[src/verilog/uart_params.svh]
`ifndef UART_PARAMS_SVH
`define UART_PARAMS_SVH

// Bit-period counter width, 16 also works
`define UART_CNT_W   32

`define UART_DATA_W  8

// Shorter runs are treated as glitches
`define UART_MIN_RUN 2

`endif

[src/verilog/uart_pkg.sv]
package uart_pkg;

   `include "uart_params.svh"

   // Clock cycles, used for bit periods and bit timers
   typedef logic [`UART_CNT_W-1:0] cnt_t;

   // One character on the line
   typedef logic [`UART_DATA_W-1:0] data_t;

   // Receive FSM
   typedef enum logic [3:0] {
      RX_IDLE  = 4'h0,  // Line idle, looking for a start edge
      RX_START = 4'h1,  // Moving to mid-bit of the start bit
      RX_DATA  = 4'h2,  // Sampling data bits
      RX_WAIT  = 4'h3   // Waiting for the line to go high
   } rx_state_t;

   // Transmit FSM
   typedef enum logic [3:0] {
      TX_IDLE  = 4'h0,  // Ready for a byte
      TX_DATA  = 4'h1,  // Start bit and data bits
      TX_STOP  = 4'h2,  // Last data bit, then the stop bit
      TX_GUARD = 4'h3   // Line held high one more bit
   } tx_state_t;

   // Bit index of the last data bit
   localparam logic [2:0] LAST_BIT = 3'(`UART_DATA_W - 1);

endpackage

[src/verilog/baud_detect.sv]
`timescale 1ns/1ps
`include "uart_params.svh"

module baud_detect (
   input  logic           i_clk,
   input  logic           i_nrst,
   input  logic           i_rx,
   output uart_pkg::cnt_t o_baud_period,
   output logic           o_resync
);
   import uart_pkg::*;

   logic rx_meta;
   logic rx_sync;
   cnt_t timer;
   logic run_end;
   logic shorter;

   // A run ends when the two synchronizer stages disagree
   assign run_end = (rx_meta != rx_sync);

   assign shorter = (timer < o_baud_period) &&
                    (timer >= cnt_t'(`UART_MIN_RUN));

   always_ff @(posedge i_clk or negedge i_nrst) begin
      if (!i_nrst) begin
         rx_meta <= 1'b1;   // Line idles high
         rx_sync <= 1'b1;
      end else begin
         rx_meta <= i_rx;
         rx_sync <= rx_meta;
      end
   end

   always_ff @(posedge i_clk or negedge i_nrst) begin
      if (!i_nrst) begin
         timer <= '0;
      end else if (run_end) begin
         timer <= '0;
      end else if (timer != '1) begin   // Saturate on a long idle line
         timer <= timer + 1'b1;
      end
   end

   // Keep the shortest run seen so far
   always_ff @(posedge i_clk or negedge i_nrst) begin
      if (!i_nrst) begin
         o_baud_period <= '1;
         o_resync      <= 1'b0;
      end else begin
         o_resync <= 1'b0;
         if (run_end && shorter) begin
            o_baud_period <= timer;
            o_resync      <= 1'b1;   // Engines restart their bit timers
         end
      end
   end

   // Period can only shrink until the next reset
   a_period_monotonic : assert property (
      @(posedge i_clk) disable iff (!i_nrst)
      o_baud_period <= $past(o_baud_period)
   );

endmodule

[src/verilog/uart_rx.sv]
`timescale 1ns/1ps
`include "uart_params.svh"

module uart_rx (
   input  logic            i_clk,
   input  logic            i_nrst,
   input  logic            i_rx,
   input  uart_pkg::cnt_t  i_baud_period,
   input  logic            i_resync,
   output logic            o_busy,
   output logic            o_received,
   output uart_pkg::data_t o_data
);
   import uart_pkg::*;

   rx_state_t  state;
   cnt_t       count;
   logic [2:0] bit_idx;
   logic       start_mid;
   logic       bit_done;

   assign start_mid = (state == RX_START) && (count == (i_baud_period >> 1));
   assign bit_done  = (state == RX_DATA) && (count == i_baud_period);

   always_ff @(posedge i_clk or negedge i_nrst) begin
      if (!i_nrst) begin
         state      <= RX_IDLE;
         count      <= '0;
         bit_idx    <= '0;
         o_busy     <= 1'b0;
         o_received <= 1'b0;
      end else begin
         o_received <= 1'b0;
         count      <= i_resync ? '0 : count + 1'b1;

         case (state)
            RX_IDLE: begin
               count   <= '0;
               bit_idx <= '0;
               if (!i_rx) begin   // Start edge
                  state  <= RX_START;
                  o_busy <= 1'b1;
               end
            end

            RX_START: begin
               if (start_mid) begin
                  state <= RX_DATA;
                  count <= '0;
               end
            end

            RX_DATA: begin
               if (bit_done) begin
                  count   <= '0;
                  bit_idx <= bit_idx + 1'b1;
                  if (bit_idx == LAST_BIT) begin
                     state      <= RX_WAIT;
                     o_received <= 1'b1;   // Same edge that takes the last bit
                  end
               end
            end

            RX_WAIT: begin
               if (i_rx) begin
                  state  <= RX_IDLE;
                  o_busy <= 1'b0;
               end
            end

            default: state <= RX_IDLE;
         endcase
      end
   end

   // LSB first, so new bits enter at the top
   always_ff @(posedge i_clk) begin
      if (bit_done) begin
         o_data <= {i_rx, o_data[`UART_DATA_W-1:1]};
      end
   end

   a_received_pulse : assert property (
      @(posedge i_clk) disable iff (!i_nrst)
      o_received |=> !o_received
   );

endmodule

[src/verilog/uart_tx.sv]
`timescale 1ns/1ps

module uart_tx (
   input  logic            i_clk,
   input  logic            i_nrst,
   input  logic            i_transmit,
   input  uart_pkg::data_t i_data,
   input  uart_pkg::cnt_t  i_baud_period,
   input  logic            i_resync,
   output logic            o_busy,
   output logic            o_tx
);
   import uart_pkg::*;

   tx_state_t  state;
   cnt_t       count;
   logic [2:0] bit_idx;
   data_t      shift;
   logic       bit_done;
   logic       load_byte;
   logic       shift_bit;

   assign bit_done  = (count == i_baud_period);
   assign load_byte = (state == TX_IDLE) && i_transmit;
   assign shift_bit = (state == TX_DATA) && bit_done;

   always_ff @(posedge i_clk or negedge i_nrst) begin
      if (!i_nrst) begin
         state   <= TX_IDLE;
         count   <= '0;
         bit_idx <= '0;
         o_busy  <= 1'b0;
         o_tx    <= 1'b1;
      end else begin
         count <= i_resync ? '0 : count + 1'b1;

         case (state)
            TX_IDLE: begin
               count   <= '0;
               bit_idx <= '0;
               if (i_transmit) begin
                  state  <= TX_DATA;
                  o_busy <= 1'b1;
                  o_tx   <= 1'b0;   // Start bit
               end
            end

            TX_DATA: begin
               if (bit_done) begin
                  o_tx    <= shift[0];
                  count   <= '0;
                  bit_idx <= bit_idx + 1'b1;   // Wraps to 0 after the last bit
                  if (bit_idx == LAST_BIT)
                     state <= TX_STOP;
               end
            end

            // First expiry ends the last data bit, second ends the stop bit
            TX_STOP: begin
               if (bit_done) begin
                  o_tx    <= 1'b1;
                  count   <= '0;
                  bit_idx <= bit_idx + 1'b1;
                  if (bit_idx[0])
                     state <= TX_GUARD;
               end
            end

            TX_GUARD: begin
               if (bit_done) begin
                  state  <= TX_IDLE;
                  o_busy <= 1'b0;
               end
            end

            default: state <= TX_IDLE;
         endcase
      end
   end

   always_ff @(posedge i_clk) begin
      if (load_byte)
         shift <= i_data;
      else if (shift_bit)
         shift <= shift >> 1;
   end

   a_idle_line_high : assert property (
      @(posedge i_clk) disable iff (!i_nrst)
      !o_busy |-> o_tx
   );

endmodule

[src/verilog/uart_autobaud.sv]
`timescale 1ns/1ps

module uart_autobaud (
   input  logic            i_clk,
   input  logic            i_nrst,
   input  logic            i_transmit,   // Sampled only while not busy
   input  uart_pkg::data_t i_data_tx,
   input  logic            i_rx,
   output logic            o_busy_tx,
   output logic            o_busy_rx,
   output logic            o_received,   // One-cycle strobe
   output uart_pkg::data_t o_data_rx,
   output logic            o_tx
);
   import uart_pkg::*;

   cnt_t baud_period;
   logic baud_resync;

   // Both engines share the measured period
   baud_detect u_baud_detect (
      .i_clk         (i_clk),
      .i_nrst        (i_nrst),
      .i_rx          (i_rx),
      .o_baud_period (baud_period),
      .o_resync      (baud_resync)
   );

   uart_rx u_uart_rx (
      .i_clk         (i_clk),
      .i_nrst        (i_nrst),
      .i_rx          (i_rx),
      .i_baud_period (baud_period),
      .i_resync      (baud_resync),
      .o_busy        (o_busy_rx),
      .o_received    (o_received),
      .o_data        (o_data_rx)
   );

   uart_tx u_uart_tx (
      .i_clk         (i_clk),
      .i_nrst        (i_nrst),
      .i_transmit    (i_transmit),
      .i_data        (i_data_tx),
      .i_baud_period (baud_period),
      .i_resync      (baud_resync),
      .o_busy        (o_busy_tx),
      .o_tx          (o_tx)
   );

endmodule

[config.mk]
export PLATFORM = sky130hd
export DESIGN_NAME = uart_autobaud
export DESIGN_NICKNAME = d
export VERILOG_FILES = /design/src/verilog/uart_pkg.sv /design/src/verilog/baud_detect.sv /design/src/verilog/uart_rx.sv /design/src/verilog/uart_tx.sv /design/src/verilog/uart_autobaud.sv
export VERILOG_INCLUDE_DIRS = /design/src /design/src/verilog
export SDC_FILE = /design/constraint.sdc
export NUM_CORES = 1
export LEC_CHECK = 0
export ABC_CLOCK_PERIOD_IN_PS = 6900
export BUFFER_PORTS_ARGS = -buffer_cell sky130_fd_sc_hd__buf_4
export CAP_MARGIN = 20
export CELL_PAD_IN_SITES_DETAIL_PLACEMENT = 1
export CELL_PAD_IN_SITES_GLOBAL_PLACEMENT = 2
export CORE_ASPECT_RATIO = 1.25
export CORE_MARGIN = 5
export CORE_UTILIZATION = 45
export CTS_BUF_LIST = sky130_fd_sc_hd__clkbuf_16
export DETAILED_ROUTE_END_ITERATION = 8
export PLACE_DENSITY_LB_ADDON = 0.1
export SLEW_MARGIN = 20
export SYNTH_ARGS = -nofsm -noshare
export SYNTH_HDL_FRONTEND = slang
export SYNTH_SLANG_ARGS = --single-unit
[constraint.sdc]
create_clock -name i_clk -period 6.9 [get_ports i_clk]
set_clock_uncertainty 0.2 [all_clocks]
set_input_delay 2.07 -clock i_clk [delete_from_list [all_inputs] [get_ports i_clk]]
set_output_delay 2.07 -clock i_clk [all_outputs]
set_load 0.1 [all_outputs]
* Word-level counts from Yosys, hierarchy flattened *
Index checks and enable logic that the tools add are counted.

storage, ports and cells
  output and inout port bits = 12
  logic and storage cells = 114
  flip-flop bits (word level) = 165
  input bits = 12

operators by class
  reductions and logical operators = 23
  $add $sub $neg = 5
  magnitude comparators = 2
  multiplexer cells = 42
  equality and inequality tests = 25

operator list
  kind                                                                 count
  2-to-1 mux 32 bit                                                    7
  adder 32 x 1 -> 32 bit (second input constant)                       3
  case mux 32 bit (3 select lines)                                     1
  == test 32 bit                                                       2
  case mux 32 bit (2 select lines)                                     1
  2-to-1 mux 4 bit                                                     11
  == test 32 x 31 -> 1 bit                                             1
  greater-or-equal comparator 32 x 2 -> 1 bit (second input constant)  1
  < comparator 32 bit                                                  1
  != test 32 bit (second input constant)                               1
  case mux 4 bit (4 select lines)                                      2
  == test 4 x 2 -> 1 bit (second input constant)                       4
  2-to-1 mux 8 bit                                                     2
  != test 2 x 1 -> 1 bit (second input constant)                       7
  case mux 3 bit (2 select lines)                                      2
  nonzero test 2 bit                                                   6
  2-to-1 mux 1 bit                                                     11
  != test 2 bit (second input constant)                                5
  == test 4 x 1 -> 1 bit (second input constant)                       2
  logical NOT 4 bit                                                    2
  adder 3 x 1 -> 3 bit (second input constant)                         2
  == test 3 bit (second input constant)                                2
  logical AND 1 bit                                                    6
  2-to-1 mux 3 bit                                                     2
  10 further kinds                                                     13

* Logic depth before layout (Yosys ltp) *
  word-level depth = 4
  depth in mapped cells = 10
  depth with buffers taken out = 8

* Modules after synthesis *
Synthesis repeated with hierarchy kept, for this count alone.

unflattened totals
  cells, all modules = 926
  area, all modules = 9841.9 µm²

modules (own cells, without submodules)
  module       area each (µm²)  cells an instance  times used  sequential area each (µm²)
  baud_detect  3837.4           358                1           1719.1
  uart_tx      3021.6           277                1           1217.4
  uart_rx      2982.9           291                1           1216.2

* Worst setup path after synthesis *
OpenSTA, ideal clock, no wires.

  kind = reg2out
  start point = register u_uart_rx.o_data[1]
  end point = output port o_data_rx[1]
  path buffers = 0
  stages on the path, launching flop included = 1
  data required time = 4630 ps
  path slack = 3715 ps
  arrival time = 915 ps
  cells stage by stage = edfxtp_1

RTL lines
  item                    line                 text
  start, declared         uart_rx.sv:12        output uart_pkg::data_t o_data
  start signal, assigned  uart_rx.sv:79        o_data <= {i_rx, o_data[`UART_DATA_W-1:1]};
  end, declared           uart_autobaud.sv:12  output uart_pkg::data_t o_data_rx,

No word-level cell between the ends.

* Worst setup path after layout *
  start point = register u_uart_tx.o_tx
  end point = output port o_tx

RTL lines
  item                    line                 text
  start, declared         uart_tx.sv:11        output logic o_tx
  start signal, assigned  uart_tx.sv:50        o_tx <= shift[0];
  end, declared           uart_autobaud.sv:13  output logic o_tx

No word-level cell between the ends.

==> results.yml <==
clock_tree:
  htreeDepth: 4
  cts_buffer_depth: 2
  root_buffer: "clkbuf_16"
  cts_resized: 0
  cts_tree: "built"
  clk_pin_slew_ns: 0.07
  cts_hold_buffers: 0
  cts_buffers: 17
  postCtsSetupBuffers: 0
  cts_num_sinks: 161
  clk_latency_ns: 0.43
global_routing:
  grtUsageMet1_pct: 24.7
  grt_util_all_layers_pct: 22.0
  grtUsageMet2_pct: 40.9
  overflow: 0
  met3_usage_pct: 3.34
  grt_start_max_net_pins: 60
  grt-busiest-layer: "met2"
  grt_first_pass_wirelength_um: 41800
  antenna_found_initial: 0
  first_global_vias: 7673
logic_synthesis:
  yosys.area_share.adder_pct: 6.31
  yosys-mux-area-fraction_pct: 6.75
  synth_most_common_cell: "xor2_1"
  synth_top_family_by_area: "simple AND/OR/NAND/NOR gates"
  syn_avg_cell_area_um2: 10.3
  synth_seq_area_share_pct: 43.7
  synth_commonest_cells: "xor2_1 (142), nor2_1 (116), dfrtp_1 (110)"
  syn_inst: 927
  yosys.area_share.simple_pct: 18.0
  synth-warning-count: 0
  synth_area_leaders: "dfrtp_1 (29%), xor2_1 (13%), dfstp_2 (9.7%), ha_1 (6.3%), edfxtp_1 (5.1%)"
  synth-edff-count: 16
  yosysTopAreaCellShare_pct: 28.9
  synthArstFlopShare_pct: 90.1
  syn_nets: 987
  synth_xor_area_share_pct: 16.9
  synth_area_mm2: 0.00951
  synth_compound_area_share_pct: 4.43
  ys_ff_latch: 161
  synth-main-ff-cell: "dfrtp_1"
  synth.distinct_cells: 53
  yosysTopAreaCell: "dfrtp_1"
layout:
  area_delta_synth_final_pct: 10.2
  antenna_cells: 0
  final_layout_size_suffix_gt1_share_pct: 15.3
  fin_nets: 995
  fin_util_pct: 50.4
setup_path:
  critPathArrivalTime_ns: 1.25
  setup.worst_path.class: "reg2out"
  required_ns: 4.63
  timing.rr.end: "u_baud_detect.o_baud_period[1]"
  reg2reg_from: "u_baud_detect.o_baud_period[7]"
  cpLargestDelayFamily: "flip-flops"
  r2r_cells: 8
  cp_slowest_cell: "dfstp_2"
  slowest_delay_ns: 0.53
  path_cells: "buf_4"
  crit_path_max_fanout: 2
  r2r_setup_slack_ns: 3.50
  worst-path-buf-inv: 1
  cp-end-kind: "output port"
  startpoint_type: "flop"
drt:
  vias_per_cell: 5.68
  drc: 0
  dr.pass1.iters: 4
  antenna_left: 0
  wl_um: 26200
  dr_total_vias: 6939
  drt_iter0_drc: 209
  routedWlPerCell_um: 21.4
floorplan:
  die_x_um: 140
  rows: 59
  num_io_pins: 24
  die_h_um: 173
  dieArea_mm2: 0.0242
  start_util_pct: 45.7
  coreArea_mm2: 0.0208
sta:
  fin_crit_sh_pct: 51.0
  final_hold_viol_count: 0
  setup_viol: 0
  clock.fmax_ghz: 0.284
  drv_slew: 0
  fin_tns_setup_ns: 0
  period_minus_slack_ns: 3.52
  worst_pin_slew_ns: 1.09
  grt_setup_unrepaired: "false"
  relSlewSlack_pct: 26.7
  hold_ws_ns: 0.235
  fin_ws_ns: 3.38
min_path:
  min_from: "u_baud_detect.rx_meta"
  worstHoldPathType: "reg2reg"
  hold_depth: 0
  hold_path_end: "u_baud_detect.rx_sync"
placement:
  dp_slack_ns: 3.39
  place_congestion: 0.895
  hpwl_um: 19900
  port_buffers: 23
power:
  vdd_drop_max_v: 0.000214
  leakagePower_nw: 4.97
  p_per_area_mw_per_mm2: 299
run:
  drv_cap: 0
status:
  status: "finished, final reports clean"
[cell families after synthesis]
family                   count (synthesis)
AND/OR/NAND/NOR                        333
XOR/XNOR                               183
multiplexers                            49
AO/OA/AOI/OAI                           62
buffers and inverters                   91
flip-flops                             161
adder cells (fa/ha/maj)                 48
[layer usage]
| layer | wire, um | vias up | part of all wire, % |
|---|---|---|---|
| li1 | - | 3214 | - |
| met4 | 969 | 0 | 3.7 |
| met1 | 10500 | 3543 | 40 |
| met2 | 14000 | 124 | 53 |
| met3 | 741 | 58 | 2.8 |
| met5 | 0 | - | 0 |
[area by class of cell]
type,instances,area (um^2)
timing repair buffer,28,214
fill,2334,10300
clock buffer,17,425
clock inverter,15,166
multi-input combinational,675,4990
sequential,161,4150
inverter,52,195
tap,274,343
[worst max-delay path by stage]
stage / from / to / slack (ns) / cells after the start
5_1_grt: u_uart_tx.o_tx / o_tx / 3.34 / 1
2_1_floorplan: u_uart_rx.o_data[1] / o_data_rx[1] / 3.71 / 0
4_1_cts: u_uart_tx.o_tx / o_tx / 3.36 / 1
3_3_place_gp: i_transmit / u_uart_tx.shift[7] / 3.50 / 3
6_report: u_uart_tx.o_tx / o_tx / 3.38 / 1
3_5_place_dp: i_transmit / u_uart_tx.shift[6] / 3.39 / 3
[through the flow]
step	instances	power (W)	area (um^2)
after detailed placement	1190	0.00219	9890
after global routing	1222	0.00331	10500
after CTS	1222	0.00318	10500
final	1222	0.00313	10500
after global placement	1190	0.00214	9890
after floorplan	927	0.00195	9510
[flip-flops by register name, summed over array words and instances (netlist names), 2 cells and up]
register / count
u_uart_rx.bit_idx: 3
u_uart_rx.state: 2
u_uart_tx.bit_idx: 3
u_baud_detect.o_baud_period: 32
u_uart_tx.count: 32
u_uart_tx.state: 2
u_uart_tx.shift: 8
u_baud_detect.timer: 32
u_uart_rx.count: 32
u_uart_rx.o_data: 8
[where the power goes]
part	switching, W	total (W)	internal (W)	leakage, nW
clock	0.000402	0.000968	0.000566	0.281
sequential	0.0000981	0.00119	0.00109	2.02
combinational	0.000656	0.000977	0.000322	2.67
total	0.00116	0.00313	0.00198	4.97
[cell usage in the layout (no fill, tap or decap), drive strengths merged, types with 35 or more instances in the layout]
cell type,n
nor4,36
xor2,142
dfrtp,110
dfstp,35
xnor2,41
nand2,40
nor2,116
inv,55
nand4,38
ha,48
mux2,43
Note: power is estimated with default switching activity, not from simulation.
